$ cat src/common/reg_file_pkg.sv
/*
 * Register-file geometry shared with the host side of the persona.
 * The host sees eight words in each direction, all 32 bits wide.
 * Only bit CTRL_CLR_BIT of the control register is used by this persona.
 */

`default_nettype none

package reg_file_pkg;

   // Number of host-to-logic words, and also of logic-to-host words
   localparam int REG_FILE_IO_SIZE = 8;

   // Width of every register-file word as seen over the host bus
   localparam int HOST_WORD_W = 32;

   // Read-only value the host program checks before it uses the persona
   // A different persona must report a different word here
   localparam logic [HOST_WORD_W-1:0] PERSONA_ID = 32'h0000_aeed;

   // Bit of the host control register that requests a software clear
   // The clear fires on the 0 to 1 transition only, not on the level
   localparam int CTRL_CLR_BIT = 0;

endpackage : reg_file_pkg

`default_nettype wire

$ cat src/common/dsp_pkg.sv
/*
 * Multiplier sizes and the product word shared by the lanes and the packer.
 * Compile after reg_file_pkg, since the lane count and the product halves
 * follow the register-file geometry.
 */

`default_nettype none

package dsp_pkg;

   // One lane per pair of host words, so the file of eight words feeds four lanes
   localparam int NUM_LANES = reg_file_pkg::REG_FILE_IO_SIZE / 2;

   // Unsigned operand width, the native size of one 27x27 DSP multiplier
   localparam int OPERAND_W = 27;

   // Full product width, which never overflows for unsigned operands
   localparam int PRODUCT_W = 2 * OPERAND_W;

   // Clock edges from lane inputs to lane product output
   // Stage one holds the operands and stage two holds the product
   localparam int LANE_LATENCY = 2;

   // A product word spans two host words
   localparam int PRODUCT_WORD_W = 2 * reg_file_pkg::HOST_WORD_W;

   // Host view of a product, the high word first so it lands in the upper bits
   typedef struct packed {
      logic [reg_file_pkg::HOST_WORD_W-1:0] hi;
      logic [reg_file_pkg::HOST_WORD_W-1:0] lo;
   } product_halves_t;

   // The lane writes the whole product and the packer reads it as two words
   // The top PRODUCT_WORD_W - PRODUCT_W bits are always zero
   typedef union packed {
      logic [PRODUCT_WORD_W-1:0] product;
      product_halves_t           halves;
   } product_word_u;

endpackage : dsp_pkg

`default_nettype wire

$ cat src/operand_capture.sv
/*
 * Turns the host control bit into a one-cycle clear pulse and registers
 * the lane operands. Only the low OPERAND_W bits of each host word are kept,
 * and a host word pair 2k, 2k+1 always feeds lane k.
 */

`default_nettype none

module operand_capture (
   input  logic                                clk,
   input  logic                                pr_logic_rst,
   input  logic [reg_file_pkg::HOST_WORD_W-1:0] host_cntrl_register,
   input  logic [reg_file_pkg::HOST_WORD_W-1:0] host_pr [0:reg_file_pkg::REG_FILE_IO_SIZE-1],
   output logic                                clr_io_reg,
   output logic [dsp_pkg::OPERAND_W-1:0]        ax [0:dsp_pkg::NUM_LANES-1],
   output logic [dsp_pkg::OPERAND_W-1:0]        ay [0:dsp_pkg::NUM_LANES-1]
);

   import reg_file_pkg::*;
   import dsp_pkg::*;

   // Control bit as sampled on the previous edge
   logic clr_bit_q;

   // Rising-edge detector on the clear bit
   // The pulse is registered, so it shows one cycle after the bit is sampled at 1
   always_ff @(posedge clk) begin
      if (pr_logic_rst) begin
         clr_bit_q  <= 1'b0;
         clr_io_reg <= 1'b0;
      end else begin
         clr_bit_q  <= host_cntrl_register[CTRL_CLR_BIT];
         // Holding the bit high gives a single pulse; it must drop to 0 to rearm
         clr_io_reg <= host_cntrl_register[CTRL_CLR_BIT] & ~clr_bit_q;
      end
   end

   // Operand registers, reloaded every cycle with no handshake
   always_ff @(posedge clk) begin
      if (pr_logic_rst || clr_io_reg) begin
         // Software clear zeroes the operands together with the rest of the pipe
         for (int k = 0; k < NUM_LANES; k++) begin
            ax[k] <= '0;
            ay[k] <= '0;
         end
      end else begin
         for (int k = 0; k < NUM_LANES; k++) begin
            // Even word is the x operand, odd word the y operand
            // Bits above OPERAND_W are dropped here
            ax[k] <= host_pr[2*k][OPERAND_W-1:0];
            ay[k] <= host_pr[2*k+1][OPERAND_W-1:0];
         end
      end
   end

endmodule : operand_capture

`default_nettype wire

$ cat config.mk
export PLATFORM = sky130hd
export DESIGN_NAME = operand_capture
export DESIGN_NICKNAME = d
export VERILOG_FILES = /design/src/common/reg_file_pkg.sv /design/src/common/dsp_pkg.sv /design/src/operand_capture.sv
export SDC_FILE = /design/constraint.sdc
export NUM_CORES = 1
export LEC_CHECK = 0
export BUFFER_PORTS_ARGS = -buffer_cell sky130_fd_sc_hd__buf_2
export CORE_AREA = 2 2 195 197
export CTS_CLUSTER_SIZE = 10
export DETAILED_ROUTE_END_ITERATION = 12
export DIE_AREA = 0 0 197 199
export HOLD_SLACK_MARGIN = 0.15
export PLACE_DENSITY = 0.51
export SKIP_LAST_GASP = 1
export SYNTH_ARGS = -nofsm -noshare
export SYNTH_HDL_FRONTEND = slang
export SYNTH_SLANG_ARGS = --single-unit
$ cat constraint.sdc
create_clock -name clk -period 1.1 [get_ports clk]
set_input_delay 0.22 -clock clk [delete_from_list [all_inputs] [get_ports clk]]
set_output_delay 0.22 -clock clk [all_outputs]
set_load 0.02 [all_outputs]
==> Yosys cells after proc, flatten, opt, wreduce, memory -nomap -nowiden <==
Cells that the tools add are included.
{ "word_totals": {"reg_bits": 218, "inputBits": 290, "out_inout_bits": 217, "elab_cells": 13} }
{ "classes": {"bitwise_logic": 2, "n_reduce_logical": 1} }
{ "op_table": {"columns": ["op", "count"], "rows": [
  ["$and 1x1->1", 1],
  ["$logic_or 1x1->1", 1],
  ["$not 1->1", 1]
]} }

==> Logic depth before layout (Yosys ltp) <==
{ "depth": {"ltp_word": 2, "depth_mapped": 4, "mapped_depth_nobuf": 1} }

==> Worst setup path before layout <==
Ideal clock, no wire load.
{ "synth_timing": {"kind": "register -> register", "start": "register clr_io_reg", "end": "register ax[63] in the netlist's numbering", "setup_time_ns": 0.124, "t_arrival_ns": 1.031, "t_required_ns": 0.976, "slack_ns": -0.055, "stages_incl_launch_ff": 5, "path_buffers": 3, "period_less_slack_ns": 1.155, "cell_sequence": "dfxtp_1 -> buf_6 -> buf_6 -> buf_2 -> nor3b_2"} }
{ "synth_between": {"elab_chain_len": 1} }
{ "synth_rtl": {"columns": ["item", "line", "source"], "rows": [
  ["start, declared", "operand_capture.sv:14", "output logic clr_io_reg,"],
  ["start signal, assigned", "operand_capture.sv:34", "clr_io_reg <= host_cntrl_register[CTRL_CLR_BIT] & ~clr_bit_q;"],
  ["$logic_or 1x1->1", "operand_capture.sv:40", "if (pr_logic_rst || clr_io_reg) begin"],
  ["end signal, assigned by index", "operand_capture.sv:50", "ax[k] <= host_pr[2*k][OPERAND_W-1:0];"],
  ["end, declared", "operand_capture.sv:15", "output logic [dsp_pkg::OPERAND_W-1:0] ax [0:dsp_pkg::NUM_LANES-1],"]
]} }
No other way between the ends.
A chain may end at the register's enable or synchronous reset.

==> Final worst setup path <==
{ "layout_timing": {"start": "register clr_io_reg", "end": "output port clr_io_reg"} }
No word-level cell between the ends.

==> metrics.md <==
| Metric | Value |
|---|---|
| Status | `finished with violations` |
| Failing checks | `negative setup slack` |
| Final GP Congestion | `0.721` |
| Die Wd | `197 microns` |
| Clk sink count | `218` |
| Nets | `1466` |
| Setup violators final | `between 300 and 400` |
| H-tree levels | `1` |
| Avg Vias per Cell | `3.84` |
| TritonCTS buffer count | `27` |
| First-pass iteration count of the detailed router | `4` |
| Final hold vios | `0` |
| Die area | `39200 sq um` |
| Data arrival, critical path | `1.12 ns` |
| P_leak | `approximately 0.0064 uW` |
| Post-synthesis xor/xnor area fraction | `0%` |
| Area leader, netlist | `dfxtp_1` |
| Final hold slack | `0.175 ns` |
| Clk Latency, worst-skew pair | `around 0.54 ns` |
| Max-slew violation count | `0` |
| Core area | `37100 sq um` |
| Placed Area | `between 9000 and 10000 sq um` |
| Worst path required time | `0.88 ns` |
| Post-synthesis adder-cell area fraction | `0%` |
| Flops & latches, synth | `218` |
| Fmax achieved | `744 MHz` |
| Worst hold start | `pr_logic_rst` |
| Root Buffer | `clkbuf_16` |
| Final Cell Area | `14900 sq um` |
| Clk_skew | `0.0112 ns` |
| Post-synthesis compound-gate area fraction | `0%` |
| Total Routing Usage GR | `12.3%` |
| Mux cell area share after synthesis | `0%` |
| Row count | `71` |
| Distinct cells, synth | `8` |
| Fin crit share | `122%` |
| Peak VDD IR | `0.967 mV` |
| Vias in the first global route | `~6900` |
| Syn Nets | `774` |
| Largest regs | `ax: 108 flops, ay: 108 flops` |
| FF-to-FF setup slack | `-0.17 ns` |
| Slew @ Worst Pin | `~0.8 ns` |
| Yosys warns | `0` |
| Port bufs | `approximately 440` |
| Setup crit end kind | `primary output` |
| Initial antenna violation count | `1` |
| CP Class | `reg2out` |
| Synth Instances | `about 480` |
| CP startpoint kind | `flop` |
| # IOs | `507` |
| Antenna Violating Nets Remaining | `0` |
| Area share of the largest cell type after synthesis | `between 60% and 70%` |
| CTS tree | `done` |
| Worst slew margin | `46.9%` |
| Reg-to-reg startpoint | `clr_io_reg` |
| First-pass GRT wire length | `between 30000 and 40000 microns` |
| Final WS setup | `-0.244 ns` |
| Fillers | `between 3000 and 4000` |
| Initial drt markers | `96` |
| P&R area growth vs syn | `117%` |
| Largest family of logic cells by synthesized area | `simple AND/OR/NAND/NOR gates` |
| CTS Buffer Depth | `3` |
| Initial core utilization | `18.4%` |
| Placed insts | `1392` |
| Synth top area cells | `dfxtp_1 (64%), nor3b_2 (18%), nor3b_1 (13%), buf_6 (2.8%), buf_2 (1.3%)` |
| Layout cell share with drive strength beyond 1 | `about 75%` |
| Post-synthesis simple-gate area fraction | `31.2%` |
| Worst hold path type | `in2reg` |
| Die Height | `199 microns` |
| Max capacitance violation total | `0` |
| Worst-path clk slew | `~0.060 ns` |
| Avg Inst Size Synth | `14.1 sq um` |
| Finished Core Util | `between 40% and 50%` |
| Grt total ovfl | `0` |
| RSZ-0062 raised after global routing | `true` |
| Total power draw | `20300 uW` |
| Routed wire length | `26800 microns` |
| Worst-path maximum fanout | `2` |
| Largest net degree at the start of global routing | `56` |
| CP startpoint | `clr_io_reg` |
| PD cells | `1370 nW/um^2` |
| Vias | `6375` |
| Sequential area share after synthesis | `63.8%` |
| # DRC | `0` |
| Mapped Area | `6840 sq um` |
| HPWL after DPL | `15200 microns` |
| WL/cell | `16.1 microns` |
| Clock period minus worst slack | `1.34 ns` |
| Non-Filler Instances | `between 1500 and 2000` |
==> cell type report <==
cell class	count	area, sq um	share of cell area, %
clock buffers	35	736	4.95
clock inverters	4	27.5	0.185
repair buffers	711	6460	43.4
flip-flops and latches	218	4640	31.2
multi-input cells	218	2410	16.2
diodes	1	2.50	0.0168
well taps	474	593	3.99
==> cells by family after synthesis <==
| family | after synthesis |
|---|---|
| and+or+nand+nor | 218 |
| DFF | 218 |
| buffers and inverters | 48 |
==> critical path, cell delays in order, from the launching register on <==
cell and delay, ns:
dfxtp_4 0.35, buf_8 0.12, buf_6 0.12
==> cell usage after synthesis <==
cell and n:
nor3b_1 117, buf_4 2, buf_2 18, nor2b_1 1, buf_6 17, clkbuf_1 11, nor3b_2 100, dfxtp_1 218
==> what timing repair did <==
action / 4_1_cts / 5_1_grt
setup endpoints to repair: 217 / 399
cloned: 0 / 3
hold buffers: 225 / 0
setup buffers: 2 / 0
resized for setup: 650 / 61
endpoints found under the hold margin: 218 / 0
==> path summary, 6_finish.rpt <==
kind,end,depth (start not counted)
worst max-delay path,clr_io_reg,2
worst min-delay path,ax[40],4
worst max register to register,ay[48],4
worst min register to register,clr_io_reg,1
==> layout by cell type (no fill, tap or decap), types with 2 or more instances in the layout <==
| master | count |
|---|---|
| buf_12 | 16 |
| buf_2 | 216 |
| buf_4 | 31 |
| buf_6 | 218 |
| buf_8 | 2 |
| clkbuf_1 | 5 |
| clkbuf_16 | 29 |
| clkbuf_8 | 3 |
| clkinv_2 | 2 |
| dfxtp_2 | 214 |
| dfxtp_4 | 3 |
| dlygate4sd3_1 | 222 |
| dlymetal6s4s_1 | 3 |
| nor3b_1 | 68 |
| nor3b_2 | 145 |
| nor3b_4 | 4 |
==> routing by layer <==
| layer | vias up | GRT usage (%) | wire length [microns] |
|---|---|---|---|
| met1 | 2973 | 12.5 | 9840 |
| li1 | 3030 | - | - |
| met3 | 57 | 3.85 | 2280 |
| met5 | - | 0 | 0 |
| met4 | 0 | 4.98 | 828 |
| met2 | 315 | 23.3 | 13800 |
==> power breakdown <==
group / leakage [uW] / switching [uW] / total, uW / internal, uW
Clock: 0.000377 / 3280 / 7890 / 4610
Combinational: 0.00418 / 1570 / 3760 / 2190
Sequential: 0.00188 / 225 / 8670 / 8440
Total: 0.00643 / 5070 / 20300 / 15200
==> metrics by stage <==
step                      setup slack [ns]  setup TNS [ns]
after floorplan                    -0.0550           -1.10
after global placement              0.0819               0
after detailed placement            0.0625               0
after CTS                           -0.276          -34.29
after global routing                -0.280          -41.12
final                               -0.244          -27.49
No activity file was read; power rests on OpenSTA's default activity.
