### src/common/reg_file_pkg.sv
/*
 * Register-file geometry shared with the host side of the persona.
 * The host sees eight words in each direction, all 32 bits wide.
 * Only bit CTRL_CLR_BIT of the control register is used by this persona.
 */

`default_nettype none

package reg_file_pkg;

   // Number of host-to-logic words, and also of logic-to-host words
   localparam int REG_FILE_IO_SIZE = 8;

   // Width of every register-file word as seen over the host bus
   localparam int HOST_WORD_W = 32;

   // Read-only value the host program checks before it uses the persona
   // A different persona must report a different word here
   localparam logic [HOST_WORD_W-1:0] PERSONA_ID = 32'h0000_aeed;

   // Bit of the host control register that requests a software clear
   // The clear fires on the 0 to 1 transition only, not on the level
   localparam int CTRL_CLR_BIT = 0;

endpackage : reg_file_pkg

`default_nettype wire

### src/common/dsp_pkg.sv
/*
 * Multiplier sizes and the product word shared by the lanes and the packer.
 * Compile after reg_file_pkg, since the lane count and the product halves
 * follow the register-file geometry.
 */

`default_nettype none

package dsp_pkg;

   // One lane per pair of host words, so the file of eight words feeds four lanes
   localparam int NUM_LANES = reg_file_pkg::REG_FILE_IO_SIZE / 2;

   // Unsigned operand width, the native size of one 27x27 DSP multiplier
   localparam int OPERAND_W = 27;

   // Full product width, which never overflows for unsigned operands
   localparam int PRODUCT_W = 2 * OPERAND_W;

   // Clock edges from lane inputs to lane product output
   // Stage one holds the operands and stage two holds the product
   localparam int LANE_LATENCY = 2;

   // A product word spans two host words
   localparam int PRODUCT_WORD_W = 2 * reg_file_pkg::HOST_WORD_W;

   // Host view of a product, the high word first so it lands in the upper bits
   typedef struct packed {
      logic [reg_file_pkg::HOST_WORD_W-1:0] hi;
      logic [reg_file_pkg::HOST_WORD_W-1:0] lo;
   } product_halves_t;

   // The lane writes the whole product and the packer reads it as two words
   // The top PRODUCT_WORD_W - PRODUCT_W bits are always zero
   typedef union packed {
      logic [PRODUCT_WORD_W-1:0] product;
      product_halves_t           halves;
   } product_word_u;

endpackage : dsp_pkg

`default_nettype wire

### src/mult_lane/mult_lane.sv
/*
 * One unsigned 27x27 multiplier lane, two register stages deep.
 * A new operand pair is accepted every cycle and there is no stall.
 * The clear input zeroes both stages in step with the rest of the pipe.
 */

`default_nettype none

module mult_lane (
   input  logic                          clk,
   input  logic                          pr_logic_rst,
   input  logic                          clr,
   input  logic [dsp_pkg::OPERAND_W-1:0] ax,
   input  logic [dsp_pkg::OPERAND_W-1:0] ay,
   output dsp_pkg::product_word_u        product
);

   import dsp_pkg::*;

   // Stage one operand registers, the input registers of a DSP block
   logic [OPERAND_W-1:0] ax_q;
   logic [OPERAND_W-1:0] ay_q;

   // Full product of the stage one operands
   logic [PRODUCT_W-1:0] full_product;

   // Stage one
   always_ff @(posedge clk) begin
      if (pr_logic_rst || clr) begin
         ax_q <= '0;
         ay_q <= '0;
      end else begin
         ax_q <= ax;
         ay_q <= ay;
      end
   end

   // Both operands are unsigned and the result is sized to PRODUCT_W,
   // so the multiply is done at full width and cannot overflow
   always_comb begin
      full_product = ax_q * ay_q;
   end

   // Stage two, the output register of the DSP block
   // The clear takes the place of the block's own asynchronous clear, in synchronous form
   always_ff @(posedge clk) begin
      if (pr_logic_rst || clr) begin
         product <= '0;
      end else begin
         // Zero-extend into the 64-bit view so the upper pad bits stay 0
         product.product <= PRODUCT_WORD_W'(full_product);
      end
   end

   // A clear on one edge shows as a zero product for LANE_LATENCY cycles,
   // since the cleared stage one feeds a zero into stage two on the next edge

endmodule : mult_lane

`default_nettype wire

### config.mk
export PLATFORM = sky130hd
export DESIGN_NAME = mult_lane
export DESIGN_NICKNAME = d
export VERILOG_FILES = /design/src/common/reg_file_pkg.sv /design/src/common/dsp_pkg.sv /design/src/mult_lane/mult_lane.sv
export SDC_FILE = /design/constraint.sdc
export NUM_CORES = 2
export LEC_CHECK = 0
export ABC_AREA = 1
export BUFFER_PORTS_ARGS = -buffer_cell sky130_fd_sc_hd__buf_2
export CAP_MARGIN = 0
export CORE_MARGIN = 8
export CORE_UTILIZATION = 40
export DETAILED_ROUTE_END_ITERATION = 6
export PLACE_DENSITY = 0.54
export SLEW_MARGIN = 10
export SYNTH_ARGS = -nofsm -noshare
export SYNTH_HDL_FRONTEND = slang
export SYNTH_SLANG_ARGS = --single-unit
### constraint.sdc
create_clock -name clk -period 8.5 [get_ports clk]
set_clock_uncertainty 0.2 [all_clocks]
set_input_delay 0.425 -clock clk [delete_from_list [all_inputs] [get_ports clk]]
set_output_delay 0.425 -clock clk [all_outputs]
set_load 0.05 [all_outputs]
Word level (Yosys, flattened, before mapping)
Cells that the tools add are included.
{"block": "word_totals", "ff_bits": 118, "elab_cells": 6}
{"block": "classes", "n_mul": 1, "reduce_logical": 1}
{"cell": "27-bit by 27-bit multiplier with 54-bit output", "count": 1}
{"cell": "1-bit logical OR", "count": 1}

Logic depth before layout (Yosys ltp)
{"block": "logic_depth", "ltp_word": 1, "ltp_mapped": 31, "depth_no_buf": 29}

Worst setup path before layout
Ideal clock, no wire load.
{"block": "synth_timing", "path_type": "reg-to-reg", "from": "register ay_q[3]", "to": "register product[37] (netlist bit)", "arrival_ns": 5.826, "setup_slack_ns": 2.361, "stages_incl_launch_ff": 29, "n_path_buf": 2, "cell_sequence": "dfxtp_1 -> clkbuf_1 -> clkbuf_1 -> nand2_1 -> fa_1 -> inv_1 -> fa_1 -> inv_1 -> fa_1 -> fa_1 -> fa_1 -> inv_1 -> fa_1 -> inv_1 -> fa_1 -> inv_1 -> ha_1 -> nand2_1 -> inv_1 -> nand2_1 -> inv_2 -> nand2_1 -> inv_1 -> nand2_1 -> nand2_1 -> a21oi_1 -> nand2_1 -> nand2_1 -> nor2_1"}
{"block": "synth_between", "elab_chain_len": 1}
{"element": "from (decl)", "line": "mult_lane.sv:22", "source": "logic [OPERAND_W-1:0] ay_q;"}
{"element": "from (signal assigned)", "line": "mult_lane.sv:34", "source": "ay_q <= ay;"}
{"element": "27-bit by 27-bit multiplier with 54-bit output", "line": "mult_lane.sv:41", "source": "full_product = ax_q * ay_q;"}
{"element": "to (decl)", "line": "mult_lane.sv:15", "source": "output dsp_pkg::product_word_u product"}
No other way between the ends.
A chain may end at the register's enable or synchronous reset.

Final worst setup path
{"block": "layout_timing", "from": "register ay_q[4]", "to": "register product[26] (netlist bit)"}
The elaborated chain is that of the path after synthesis.

==> flow_metrics.py <==
metrics = {
    "clock_network": {
        "ctsRootBufferMaster": "clkbuf_16",
        "insertion_delay_ns": 0.41,
        "cts_setup_buffers": 0,
        "clk_pin_slew_ns": 0.09,
        "cts.sinks": 108,
        "htree_levels": 3,
        "numCtsBuffers": 9,
        "cts_tree": "done",
        "cts_buffer_depth": 2,
    },
    "worst_setup_path": {
        "end_kind": "register",
        "worst-endpoint-required_ns": 8.58,
        "crit_chain": "buf_4, nand2_1, fa_1, inv_1, fa_1, inv_1, fa_1, fa_1, inv_1, fa_1, fa_1, inv_1, fa_1, inv_1, ha_1, nand2_2, nor2_2, nand2_1, inv_1, nand3_1, nand3_2, o21ai_0, a21oi_1",
        "crit_path_start_kind": "register",
        "crit_arrival_ns": 7.20,
        "cp_slowest_cell": "dfxtp_1",
        "path_common_cell": "fa_1",
        "critPathKind": "register to register",
        "cpPeakStageDelay_ns": 0.80,
        "worstPathMaxFanout": 16,
    },
    "routing": {
        "drt_pass1_iterations": 5,
        "vias_per_cell": 4.558,
        "num_vias": 22210,
        "drc": 0,
        "drt_iter0_drc": 1256,
        "wl_um": 80300,
        "detail-route-antenna-nets": 0,
        "wl_per_cell_um": 16.48,
    },
    "floorplan": {
        "num_io_pins": 121,
        "die_area_um2": 80450,
        "die_y_um": 283.6,
        "initial_core_util": 0.4022,
        "coreArea_um2": 71240,
        "die_x_um": 283.6,
        "num_rows": 98,
    },
    "global_routing": {
        "grt_max_degree": 48,
        "grt_pass1_vias": 23940,
        "track_usage": 0.2089,
        "antenna_found_initial": 2,
        "overflow": 0,
        "grt_pass1_wl_um": 132500,
    },
    "final_layout": {
        "seqCellArea_um2": 2167,
        "final_common_cell": "inv_1",
        "area_delta_synth_final_pct": 7.018,
        "antenna_cells": 0,
        "layout_common_cells": "1280 x inv_1, 1140 x nand2_1, 624 x fa_1",
        "final_nets": 4793,
        "n_fill_cell": 7531,
        "multi_input_area_um2": 20950,
        "drive_above_1_share": 0.06859,
    },
    "pwr": {
        "power_leakage_nw": 18.84,
        "cellPowerDensity_nw_per_um2": 61.01,
        "ir_drop_v": 0.00007819,
    },
    "logic_synthesis": {
        "ys_seq_elements": 108,
        "synth_warnings": 0,
        "syn_area_um2": 28650,
        "syn_inst": 3891,
        "ys_seq_area_frac": 0.07546,
        "synth_area_per_cell_um2": 7.364,
        "ys_types": 33,
    },
    "job": {
        "drv_cap": 0,
    },
    "timing": {
        "slew_violations": 0,
        "period_share": 0.8380,
        "hold_slack_ns": 0.02528,
        "worstMarginPinSlew_ns": 1.033,
        "rsz0062_at_grt": "false",
        "setup_viol": 0,
        "relSlewSlack": 0.3107,
        "hold_violations": 0,
        "fmax_mhz": 140.4,
        "period_minus_slack_ns": 7.123,
        "tns_ns": 0,
    },
    "placed_design": {
        "dp_hpwl_um": 68520,
        "port-buffer-count": 110,
        "gp_congestion": 0.9186,
    },
    "run_status": {
        "status": "finished clean",
    },
    "worst_hold_path": {
        "hold_class": "primary input to register",
    },
}
## through the flow
step / total power [mW] / instance area [µm²] / util / setup WS, ns / std cells
6_report: 1.871 / 30660 / 0.4304 / 1.377 / 4872
4_1_cts: 1.896 / 30660 / 0.4304 / 1.395 / 4872
3_3_place_gp: 1.353 / 30290 / 0.4251 / 1.391 / 4854
2_1_floorplan: 1.074 / 28690 / - / 2.361 / 3900
5_1_grt: 1.999 / 30660 / 0.4304 / 1.068 / 4872
3_5_place_dp: 1.344 / 30290 / 0.4251 / 1.414 / 4854
## cell usage after synthesis
| library cell | n | share of area |
|---|---|---|
| a21oi_1 | 61 | 0.011 |
| buf_4 | 10 | 0.0026 |
| conb_1 | 1 | 0.00013 |
| a21o_1 | 1 | 0.00026 |
| clkbuf_1 | 165 | 0.022 |
| fa_1 | 624 | 0.44 |
| nor2_1 | 154 | 0.020 |
| buf_1 | 5 | 0.00066 |
| nor2_4 | 7 | 0.0028 |
| or2_1 | 1 | 0.00022 |
| inv_2 | 12 | 0.0016 |
| buf_2 | 3 | 0.00052 |
| nor4_1 | 1 | 0.00022 |
| or2_2 | 1 | 0.00022 |
| clkinv_1 | 2 | 0.00026 |
| nand2_2 | 12 | 0.0026 |
| and2_1 | 2 | 0.00044 |
| o21ai_0 | 21 | 0.0037 |
| dfxtp_1 | 108 | 0.075 |
| a211oi_1 | 1 | 0.00026 |
| xnor2_1 | 2 | 0.00061 |
| nor2_2 | 23 | 0.0050 |
| o21a_1 | 1 | 0.00026 |
| nand3b_1 | 1 | 0.00026 |
| nand4_1 | 10 | 0.0022 |
| nor3_2 | 2 | 0.00070 |
| nand2_1 | 1140 | 0.15 |
| ha_1 | 193 | 0.084 |
| o21bai_1 | 1 | 0.00026 |
| nand3_1 | 39 | 0.0068 |
| nor3_1 | 1 | 0.00017 |
| inv_1 | 1280 | 0.17 |
| nand3_2 | 6 | 0.0021 |
## final cells by class
type	count	share of cell area
Timing Repair Buffer	191	0.03811
Tap cell	950	0.03876
Clock buffer	9	0.007345
Inverter	1294	0.1584
Clock inverter	5	0.003591
Multi-Input combinational cell	2315	0.6831
Sequential cell	108	0.07067
## repair_timing
item / in CTS / in global routing
endpoints found under the hold margin: 4 / 0
hold buffers: 4 / 0
gates resized for setup: 0 / 0
endpoints found under the setup margin: 0 / 0
## path summary, 6_finish.rpt
path                 from     endpoint  slack [ns]  cells past startpoint
hold / removal      ay[2]      ay_q[2]        0.03                      3
hold reg to reg   ax_q[0]   product[0]        0.75                      3
setup / recovery  ay_q[4]  product[26]        1.38                     23
setup reg to reg  ay_q[4]  product[26]        1.38                     23
## critical path, delay by kind of cell, from the launching register on
kind	cells	cell delay, ns
buffers and inverters	7	0.69
DFF	1	0.80
adders and majority gates	8	4.05
AOI/OAI and AO/OA	2	0.42
and+or+nand+nor	6	0.82
## power breakdown
group	total [mW]	internal, mW	switching (mW)
Clock	0.530	0.289	0.242
Sequential	0.596	0.530	0.0652
Combinational	0.745	0.247	0.498
Total	1.87	1.07	0.805
## state kept, by name, summed over array words and instances (netlist names)
| register | count |
|---|---|
| ay_q | 27 |
| product | 54 |
| ax_q | 27 |
## logic make-up after synthesis
family,share of synthesized area
flops,0.07546
fa+ha+maj,0.5203
xor+xnor,0.0006115
other cells,0.0001309
compound gates,0.01537
simple gates,0.1932
buf+inv,0.1949
## per-layer routing
metal,GRT usage,routed length [µm],part of all wire
met2,0.3200,34710,0.43
met4,0.05734,2060,0.026
met5,0,13,0.00016
met3,0.03282,4776,0.059
met1,0.3048,38730,0.48
No activity file was read; power rests on OpenSTA's default activity.
